### config.mk
export PLATFORM = sky130hd
export DESIGN_NAME = pcie_mmio_top
export DESIGN_NICKNAME = d
export VERILOG_FILES = /design/src/design/pcie_pkg.sv /design/src/design/link_status_led.sv /design/src/design/mmio_bar_ram.sv /design/src/design/pcie_mmio_top.sv /design/src/design/tlp_bar_demux.sv /design/src/design/tlp_tx_arbiter.sv
export SDC_FILE = /design/constraint.sdc
export NUM_CORES = 2
export LEC_CHECK = 0
export BUFFER_PORTS_ARGS = -buffer_cell sky130_fd_sc_hd__buf_4
export CAP_MARGIN = 0
export CORE_MARGIN = 2
export CORE_UTILIZATION = 60
export CTS_CLUSTER_SIZE = 24
export DETAILED_ROUTE_END_ITERATION = 8
export MAX_ROUTING_LAYER = met4
export PLACE_DENSITY = 0.74
export SETUP_SLACK_MARGIN = 0.15
export SYNTH_ARGS = -nofsm -noshare
export SYNTH_HDL_FRONTEND = slang
export SYNTH_SLANG_ARGS = --single-unit
### constraint.sdc
create_clock -name cfg_clk -period 85.8 [get_ports cfg_clk]
set_input_delay 4.29 -clock cfg_clk [delete_from_list [all_inputs] [get_ports cfg_clk]]
set_output_delay 4.29 -clock cfg_clk [all_outputs]
set_load 0.05 [all_outputs]
### src/design/pcie_pkg.sv
package pcie_pkg;

    // Beat geometry
    localparam int DW_PER_BEAT = 4;
    localparam int BEAT_W      = 128;

    // Startup delays, as counter bit positions
    localparam int START_BITS = 8;
    localparam int PERST_BITS = 10;
    localparam int RUN_BIT    = 23;

    // Completion flow control
    localparam int CPL_CREDITS = 4;
    localparam int CPL_Q_DEPTH = 4;

    // BAR windows, DW address bits per RAM
    localparam int         BAR1_AW  = 4;
    localparam int         BAR3_AW  = 6;
    localparam logic [5:0] BAR1_HIT = 6'b000010;
    localparam logic [5:0] BAR3_HIT = 6'b001000;

    // Header fmt and type codes
    localparam logic [2:0] FMT_MWR  = 3'b010;
    localparam logic [2:0] FMT_MRD  = 3'b000;
    localparam logic [2:0] FMT_CPLD = 3'b010;
    localparam logic [4:0] TYP_MEM  = 5'b00000;
    localparam logic [4:0] TYP_CPL  = 5'b01010;

    // RX beat, DW0 sits in data[31:0]
    typedef struct packed {
        logic                   sop;
        logic                   eop;
        logic [DW_PER_BEAT-1:0] valid;
        logic [BEAT_W-1:0]      data;
        logic [5:0]             bardec;
    } rx_beat_t;

    // TX beat toward the link
    typedef struct packed {
        logic                   sop;
        logic                   eop;
        logic [DW_PER_BEAT-1:0] valid;
        logic [BEAT_W-1:0]      data;
    } tx_beat_t;

    // Completion with data, dw[0] is the first header DW
    typedef struct packed {
        logic [DW_PER_BEAT-1:0][31:0] dw;
    } cpl_t;

endpackage

### src/design/link_status_led.sv
`timescale 1ns/10ps

module link_status_led (
    input  logic       cfg_clk,
    input  logic       rstn,
    input  logic       pcie_linkup_i,
    output logic       tlp_rstn_o,
    output logic [3:0] led_o
);

    logic [pcie_pkg::PERST_BITS:0] perst_cnt;
    logic [pcie_pkg::START_BITS:0] start_cnt;
    logic [pcie_pkg::RUN_BIT:0]    run_cnt;
    logic                          linkup_q;
    logic                          perst_done;
    logic                          started;

    // Top bit of each counter is its done flag
    assign perst_done = perst_cnt[pcie_pkg::PERST_BITS];
    assign started    = start_cnt[pcie_pkg::START_BITS];

    always_ff @(posedge cfg_clk or negedge rstn) begin
        if (!rstn) begin
            perst_cnt <= '0;
            start_cnt <= '0;
            run_cnt   <= '0;
            linkup_q  <= 1'b0;
        end else begin
            // Both delay counters stop once their flag bit sets
            if (!perst_done)
                perst_cnt <= perst_cnt + 1'b1;
            if (!started)
                start_cnt <= start_cnt + 1'b1;
            // Blink source, wraps freely
            run_cnt  <= run_cnt + 1'b1;
            // Link status into this clock domain
            linkup_q <= pcie_linkup_i;
        end
    end

    assign tlp_rstn_o = started;

    // LEDs are lit low
    assign led_o = {~linkup_q, ~started, ~perst_done, ~run_cnt[pcie_pkg::RUN_BIT]};

endmodule

### src/design/mmio_bar_ram.sv
`timescale 1ns/10ps

module mmio_bar_ram #(
    parameter int AW = 4
) (
    input  logic               cfg_clk,
    input  logic               rstn,
    input  pcie_pkg::rx_beat_t beat_i,
    input  logic [12:0]        cfg_busdev_i,
    input  logic               cpl_grant_i,
    output logic               cpl_req_o,
    output pcie_pkg::cpl_t     cpl_o
);

    // Header DWs of the incoming beat
    logic [31:0]                                dw0;
    logic [31:0]                                dw1;
    logic [31:0]                                dw2;
    logic [31:0]                                dw3;
    logic                                       hdr_ok;
    logic                                       is_wr;
    logic                                       is_rd;
    // Decode stage
    logic                                       wr_q;
    logic                                       rd_q;
    logic [AW-1:0]                              addr_q;
    logic [31:0]                                wdata_q;
    logic [15:0]                                req_id_q;
    logic [7:0]                                 tag_q;
    logic [6:0]                                 low_addr_q;
    // Storage
    logic [31:0]                                ram [2**AW];
    pcie_pkg::cpl_t                             cpl_fifo [pcie_pkg::CPL_Q_DEPTH];
    pcie_pkg::cpl_t                             cpl_new;
    logic [$clog2(pcie_pkg::CPL_Q_DEPTH)-1:0]   wr_ptr;
    logic [$clog2(pcie_pkg::CPL_Q_DEPTH)-1:0]   rd_ptr;
    logic [$clog2(pcie_pkg::CPL_Q_DEPTH):0]     count;
    logic                                       full;
    logic                                       push;

    assign dw0 = beat_i.data[31:0];
    assign dw1 = beat_i.data[63:32];
    assign dw2 = beat_i.data[95:64];
    assign dw3 = beat_i.data[127:96];

    // Single-DW memory requests only
    assign hdr_ok = (|beat_i.valid) && (dw0[28:24] == pcie_pkg::TYP_MEM) &&
                    (dw0[9:0] == 10'd1);
    assign is_wr  = hdr_ok && (dw0[31:29] == pcie_pkg::FMT_MWR);
    assign is_rd  = hdr_ok && (dw0[31:29] == pcie_pkg::FMT_MRD);

    always_ff @(posedge cfg_clk or negedge rstn) begin
        if (!rstn) begin
            wr_q <= 1'b0;
            rd_q <= 1'b0;
        end else begin
            wr_q <= is_wr;
            rd_q <= is_rd;
        end
    end

    // Request fields, DW address starts at bit 2
    always_ff @(posedge cfg_clk) begin
        if (is_wr || is_rd) begin
            addr_q     <= dw2[AW+1:2];
            wdata_q    <= dw3;
            req_id_q   <= dw1[31:16];
            tag_q      <= dw1[15:8];
            low_addr_q <= {dw2[6:2], 2'b00};
        end
    end

    // Completion header, then the RAM word
    always_comb begin
        cpl_new.dw[0] = {pcie_pkg::FMT_CPLD, pcie_pkg::TYP_CPL, 14'd0, 10'd1};
        // Completer ID, status 0, byte count 4
        cpl_new.dw[1] = {cfg_busdev_i, 3'b000, 3'b000, 1'b0, 12'd4};
        cpl_new.dw[2] = {req_id_q, tag_q, 1'b0, low_addr_q};
        cpl_new.dw[3] = ram[addr_q];
    end

    // Reads beyond the queue depth are lost
    assign full = (count == pcie_pkg::CPL_Q_DEPTH);
    assign push = rd_q && !full;

    // RAM starts cleared so early reads return zero
    always_ff @(posedge cfg_clk or negedge rstn) begin
        if (!rstn) begin
            for (int i = 0; i < 2**AW; i++) begin
                ram[i] <= '0;
            end
        end else if (wr_q) begin
            ram[addr_q] <= wdata_q;
        end
    end

    always_ff @(posedge cfg_clk) begin
        if (push)
            cpl_fifo[wr_ptr] <= cpl_new;
    end

    // Queue pointers and fill level
    always_ff @(posedge cfg_clk or negedge rstn) begin
        if (!rstn) begin
            wr_ptr <= '0;
            rd_ptr <= '0;
            count  <= '0;
        end else begin
            if (push)
                wr_ptr <= wr_ptr + 1'b1;
            if (cpl_grant_i)
                rd_ptr <= rd_ptr + 1'b1;
            case ({push, cpl_grant_i})
                2'b10:   count <= count + 1'b1;
                2'b01:   count <= count - 1'b1;
                default: count <= count;
            endcase
        end
    end

    assign cpl_req_o = (count != '0);
    assign cpl_o     = cpl_fifo[rd_ptr];

endmodule

### src/design/pcie_mmio_top.sv
`timescale 1ns/10ps

module pcie_mmio_top (
    input  logic               cfg_clk,
    input  logic               rstn,
    input  pcie_pkg::rx_beat_t rx_i,
    input  logic [12:0]        cfg_busdev_i,
    input  logic               pcie_linkup_i,
    input  logic               tx_credit_i,
    output pcie_pkg::tx_beat_t tx_o,
    output logic [3:0]         led_o
);

    // TLP side held in reset until start
    logic                     tlp_rstn;
    // Steered RX beats
    pcie_pkg::rx_beat_t       bar1_beat;
    pcie_pkg::rx_beat_t       bar3_beat;
    // Completion handshake, index 0 is BAR1, index 1 is BAR3
    logic [1:0]               cpl_req;
    logic [1:0]               cpl_grant;
    pcie_pkg::cpl_t [1:0]     cpl;

    link_status_led u_link_status_led (
        .cfg_clk       (cfg_clk),
        .rstn          (rstn),
        .pcie_linkup_i (pcie_linkup_i),
        .tlp_rstn_o    (tlp_rstn),
        .led_o         (led_o)
    );

    tlp_bar_demux u_tlp_bar_demux (
        .cfg_clk (cfg_clk),
        .rstn    (tlp_rstn),
        .rx_i    (rx_i),
        .bar1_o  (bar1_beat),
        .bar3_o  (bar3_beat)
    );

    // Small MMIO window
    mmio_bar_ram #(
        .AW (pcie_pkg::BAR1_AW)
    ) u_bar1 (
        .cfg_clk      (cfg_clk),
        .rstn         (tlp_rstn),
        .beat_i       (bar1_beat),
        .cfg_busdev_i (cfg_busdev_i),
        .cpl_grant_i  (cpl_grant[0]),
        .cpl_req_o    (cpl_req[0]),
        .cpl_o        (cpl[0])
    );

    // Main MMIO test RAM
    mmio_bar_ram #(
        .AW (pcie_pkg::BAR3_AW)
    ) u_bar3 (
        .cfg_clk      (cfg_clk),
        .rstn         (tlp_rstn),
        .beat_i       (bar3_beat),
        .cfg_busdev_i (cfg_busdev_i),
        .cpl_grant_i  (cpl_grant[1]),
        .cpl_req_o    (cpl_req[1]),
        .cpl_o        (cpl[1])
    );

    tlp_tx_arbiter u_tlp_tx_arbiter (
        .cfg_clk       (cfg_clk),
        .rstn          (tlp_rstn),
        .pcie_linkup_i (pcie_linkup_i),
        .tx_credit_i   (tx_credit_i),
        .cpl_req_i     (cpl_req),
        .cpl_i         (cpl),
        .cpl_grant_o   (cpl_grant),
        .tx_o          (tx_o)
    );

endmodule

### src/design/tlp_bar_demux.sv
`timescale 1ns/10ps

module tlp_bar_demux (
    input  logic               cfg_clk,
    input  logic               rstn,
    input  pcie_pkg::rx_beat_t rx_i,
    output pcie_pkg::rx_beat_t bar1_o,
    output pcie_pkg::rx_beat_t bar3_o
);

    logic                                 single;
    logic                                 hit1;
    logic                                 hit3;
    logic [pcie_pkg::DW_PER_BEAT-1:0]     vld1_q;
    logic [pcie_pkg::DW_PER_BEAT-1:0]     vld3_q;
    logic [pcie_pkg::BEAT_W-1:0]          data_q;
    logic [5:0]                           bardec_q;

    // Only whole TLPs in one beat are kept
    assign single = rx_i.sop && rx_i.eop && (|rx_i.valid);
    assign hit1   = single && (rx_i.bardec == pcie_pkg::BAR1_HIT);
    assign hit3   = single && (rx_i.bardec == pcie_pkg::BAR3_HIT);

    // Per-BAR valid, BAR0 and unknown hits fall out here
    always_ff @(posedge cfg_clk or negedge rstn) begin
        if (!rstn) begin
            vld1_q <= '0;
            vld3_q <= '0;
        end else begin
            vld1_q <= hit1 ? rx_i.valid : '0;
            vld3_q <= hit3 ? rx_i.valid : '0;
        end
    end

    // One payload register shared by both outputs
    always_ff @(posedge cfg_clk) begin
        if (single) begin
            data_q   <= rx_i.data;
            bardec_q <= rx_i.bardec;
        end
    end

    assign bar1_o = '{sop: |vld1_q, eop: |vld1_q, valid: vld1_q,
                      data: data_q, bardec: bardec_q};
    assign bar3_o = '{sop: |vld3_q, eop: |vld3_q, valid: vld3_q,
                      data: data_q, bardec: bardec_q};

endmodule

### src/design/tlp_tx_arbiter.sv
`timescale 1ns/10ps

module tlp_tx_arbiter (
    input  logic                  cfg_clk,
    input  logic                  rstn,
    input  logic                  pcie_linkup_i,
    input  logic                  tx_credit_i,
    input  logic [1:0]            cpl_req_i,
    input  pcie_pkg::cpl_t [1:0]  cpl_i,
    output logic [1:0]            cpl_grant_o,
    output pcie_pkg::tx_beat_t    tx_o
);

    logic [$clog2(pcie_pkg::CPL_CREDITS+1)-1:0] credit_q;
    // Preferred source for the next grant
    logic                                       rr_q;
    logic                                       can_send;
    logic                                       gnt_any;
    logic                                       gnt_idx;
    logic                                       tx_vld_q;
    logic [pcie_pkg::BEAT_W-1:0]                tx_data_q;

    // Hold off on link down or credits exhausted
    assign can_send = pcie_linkup_i && (credit_q != '0);

    always_comb begin
        cpl_grant_o = '0;
        if (can_send) begin
            if (cpl_req_i[rr_q])
                cpl_grant_o[rr_q] = 1'b1;
            else if (cpl_req_i[~rr_q])
                cpl_grant_o[~rr_q] = 1'b1;
        end
    end

    assign gnt_any = |cpl_grant_o;
    assign gnt_idx = cpl_grant_o[1];

    always_ff @(posedge cfg_clk or negedge rstn) begin
        if (!rstn) begin
            credit_q <= $bits(credit_q)'(pcie_pkg::CPL_CREDITS);
            rr_q     <= 1'b0;
            tx_vld_q <= 1'b0;
        end else begin
            // Grant and returned credit in one cycle cancel out
            case ({gnt_any, tx_credit_i})
                2'b10:   credit_q <= credit_q - 1'b1;
                2'b01:   credit_q <= credit_q + 1'b1;
                default: credit_q <= credit_q;
            endcase
            // Other source gets priority after a grant
            if (gnt_any)
                rr_q <= ~gnt_idx;
            tx_vld_q <= gnt_any;
        end
    end

    // Granted entry goes out next cycle
    always_ff @(posedge cfg_clk) begin
        if (gnt_any)
            tx_data_q <= cpl_i[gnt_idx];
    end

    // Completion fits in one beat, all DWs valid
    assign tx_o = '{sop: tx_vld_q, eop: tx_vld_q,
                    valid: {pcie_pkg::DW_PER_BEAT{tx_vld_q}}, data: tx_data_q};

endmodule

==> impl_metrics.env <==
export IMPL_busiest_layer="met2"
export IMPL_grt_max_degree=185
export IMPL_synth_edff_count=869
export IMPL_grt_usage=0.3105
export IMPL_relSlewSlack=0.1762
export IMPL_ys_ff_latch=3505
export IMPL_io_pins=295
export IMPL_firstDrtPassIters=6
export IMPL_synth_avg_cell_area_um2=17.09
export IMPL_use_met1=0.4256
export IMPL_worst_pin_slew_ps=1232
export IMPL_yosysWarnings=0
export IMPL_place_congestion=0.8053
export IMPL_die_area_mm2=0.2531
export IMPL_vdd_drop_max_mv=0.02619
export IMPL_routed_wl_mm=376.7
export IMPL_dp_hpwl_mm=210.2
export IMPL_critPathMaxFanout=60
export IMPL_required_ps=81510
export IMPL_hold_violations=0
export IMPL_grt_pass1_vias=85200
export IMPL_multi_input_area_mm2=0.05413
export IMPL_clkTransAtPathRegs_ps=60
export IMPL_skew_ps=83.14
export IMPL_clock_sinks=3505
export IMPL_numCtsBuffers=368
export IMPL_dp_slack_ps=78660
export IMPL_layout_setup_ws_ps=79120
export IMPL_route_detailed_drc=0
export IMPL_r2r_slack_ps=79540
export IMPL_grt_setup_unrepaired="false"
export IMPL_layout_min_cycle_time_ps=6683
export IMPL_clock_latency_ps=980
export IMPL_initial_core_util=0.6020
export IMPL_critical_path_arrival_ps=2390
export IMPL_antenna_found_initial=22
export IMPL_placed_area_mm2=0.1536
export IMPL_powerDensity_mw_per_mm2=21.72
export IMPL_synth_ff_type="dfrtp_1"
export IMPL_syn_area_mm2=0.1494
export IMPL_cts_resized=0
export IMPL_cts_setup_buffers=0
export IMPL_gr_usage_met3=0.04698
export IMPL_setup_viol=0
export IMPL_synth_cell_types=54
export IMPL_hold_buffers=0
export IMPL_fillCellCount=16360
export IMPL_yosysSeqAreaShare=0.6161
export IMPL_die_w_um=503.0
export IMPL_regArea_mm2=0.09208
export IMPL_cts_root_buf="clkbuf_16"
export IMPL_max_clock_freq_mhz=149.6
export IMPL_async_reset_ff_frac=0.7521
export IMPL_ctsHtreeMaxLevel=5
export IMPL_portBuffers=192
export IMPL_gr_usage_met2=0.4825
export IMPL_die_y_um=503.0
export IMPL_worstSetupEndpointType="primary output"
export IMPL_grt_overflow=0
export IMPL_nets=8895
export IMPL_areaGrowthSynthToFinish_pct=10.64
export IMPL_postLayoutCoreUtil=0.6661
export IMPL_num_vias=80840
export IMPL_wl_per_cell_um=30.48
export IMPL_grt_first_pass_wirelength_mm=560.9
export IMPL_power_leakage_nw=74.44
export IMPL_status="complete, no violations"
export IMPL_tns_ps=0
export IMPL_cts_tree="done"
export IMPL_cap_violations=0
export IMPL_clk_path_buf_depth=4
export IMPL_drt_vias_per_instance=6.542
export IMPL_hp_class="flop to async pin"
export IMPL_post_route_period_util=0.07789
export IMPL_rows=183
export IMPL_synthCells=8745
export IMPL_final_area_mm2=0.1653
export IMPL_startpoint_type="flop"
export IMPL_coreArea_mm2=0.2482
export IMPL_initialDrtViolationCount=7391
export IMPL_crit_type="flop to primary output"
export IMPL_ant_nets=0
export IMPL_drive_gt1_frac=0.4881
export IMPL_slew_viol_final=0
-- report_power, final --
part           switching (mW)  internal (mW)
Sequential             0.0328           1.75
Clock                   0.637          0.910
Combinational           0.161          0.104
-- per-stage QoR --
step / instances / power (mW) / hold slack (ps)
after detailed placement: 11680 / 2.076 / 420.8
after global routing: 12350 / 3.697 / 436.4
final: 12360 / 3.591 / 414.0
after floorplan: 8797 / 1.988 / 400.3
after CTS: 12320 / 3.616 / 434.0
after global placement: 11680 / 2.073 / 406.8
-- layout make-up --
class | count | share of cell area
clock inverter | 94 | 0.005782
tap | 3330 | 0.02520
sequential | 3505 | 0.5569
inverter | 24 | 0.0005600
clock buffer | 549 | 0.06482
multi-input combinational | 4420 | 0.3274
antenna | 33 | 0.0004995
timing repair buffer | 402 | 0.01878
-- final timing paths --
| kind | from | end | cells after the start |
|---|---|---|---|
| max reg2reg | u_bar3.addr_q[2]$_DFFE_PP_ | u_bar3.cpl_fifo[2][70]$_DFFE_PP_ | 9 |
| max in group asynchronous | u_link_status_led.start_cnt[8]$_DFF_PN0_ | u_bar1.ram[143]$_DFFE_PN0P_ | 5 |
| min | u_link_status_led.start_cnt[8]$_DFF_PN0_ | u_bar3.ram[295]$_DFFE_PN0P_ | 0 |
| max | u_link_status_led.start_cnt[8]$_DFF_PN0_ | led_o[2] | 2 |
| min reg2reg | u_link_status_led.start_cnt[8]$_DFF_PN0_ | u_bar3.ram[295]$_DFFE_PN0P_ | 0 |
| min in group cfg_clk | u_tlp_bar_demux.data_q[71]$_DFFE_PP_ | u_bar3.addr_q[5]$_DFFE_PP_ | 0 |
-- sequential cells by signal, summed over array words and instances, names as in the netlist, 3 cells and up --
name	count
u_link_status_led.perst_cnt	11
u_tlp_tx_arbiter.credit_q	3
u_bar3.wdata_q	32
u_bar1.count	3
u_bar3.count	3
u_bar3.addr_q	6
u_bar1.ram	512
u_bar3.cpl_fifo	296
u_tlp_bar_demux.vld3_q	4
u_bar1.addr_q	3
u_bar3.ram	2048
u_tlp_bar_demux.vld1_q	4
u_link_status_led.run_cnt	24
u_tlp_bar_demux.data_q	80
u_bar1.tag_q	8
u_bar1.cpl_fifo	296
u_bar3.tag_q	8
u_bar3.req_id_q	16
u_link_status_led.start_cnt	9
u_bar1.wdata_q	32
u_bar1.req_id_q	16
u_tlp_tx_arbiter.tx_data_q	74
-- kinds of logic (layout without fill, tap and decap cells) --
kind of cell	count (synthesis)	count (layout)	share of synthesized area
AO/OA/AOI/OAI	330	330	0.01562
XOR/XNOR	53	53	0.003107
adder cells (fa/ha/maj)	17	17	0.001574
buffers and inverters	872	1069	0.02620
flip-flops	3505	3505	0.6161
multiplexers	3620	3620	0.3252
other	2	87	0.00005026
AND/OR/NAND/NOR	346	346	0.01218
-- placed cells by master, fill, tap and decap left out, drive strengths merged, types with 37 or more instances in the layout --
master | netlist | layout
a22oi | 121 | 121
edfxtp | 869 | 869
mux2i | 260 | 260
clkbuf | 392 | 549
buf | 456 | 402
o21ai | 65 | 65
mux2 | 2636 | 2636
o22ai | 37 | 37
dfrtp | 2635 | 2635
mux4 | 724 | 724
clkinv | 0 | 68
nand2 | 93 | 93
conb | 2 | 54
a221oi | 57 | 57
nor2 | 63 | 63
-- Yosys cell counts, types with 5 or more instances --
master | count | area [µm²]
a21oi_1 | 8 | 40.04
a221oi_1 | 57 | 499.2
a22oi_1 | 121 | 908.4
and2_1 | 22 | 137.6
and3_1 | 10 | 62.56
and3b_1 | 8 | 70.07
buf_1 | 133 | 499.2
buf_2 | 243 | 1216
buf_4 | 70 | 525.5
buf_6 | 10 | 112.6
clkbuf_1 | 392 | 1471
dfrtp_1 | 2635 | 65940
edfxtp_1 | 869 | 26100
ha_1 | 14 | 175.2
inv_1 | 24 | 90.09
mux2_1 | 10 | 112.6
mux2_2 | 2626 | 29570
mux2i_1 | 260 | 2603
mux4_2 | 724 | 16310
nand2_1 | 93 | 349.1
nand2b_1 | 7 | 43.79
nand3_1 | 28 | 140.1
nand3b_1 | 6 | 45.04
nand4_1 | 36 | 225.2
nor2_1 | 63 | 236.5
nor2b_1 | 9 | 56.30
nor3_1 | 6 | 30.03
nor4_1 | 5 | 31.28
o211ai_1 | 30 | 225.2
o21ai_0 | 65 | 325.3
o22ai_1 | 37 | 231.5
or3_1 | 34 | 212.7
xnor2_1 | 33 | 289.0
xor2_1 | 20 | 175.2
-- routing by layer --
| metal | vias up | part of all wire |
|---|---|---|
| met5 | - | 0 |
| li1 | 32910 | - |
| met2 | 2838 | 0.48 |
| met1 | 44400 | 0.41 |
| met3 | 693 | 0.067 |
| met4 | 0 | 0.037 |
-- critical path, cell delays in order (launching register included) --
cell and delay, ps:
dfrtp_4 930, inv_1 230, buf_4 250
No activity file was read; power rests on OpenSTA's default activity.
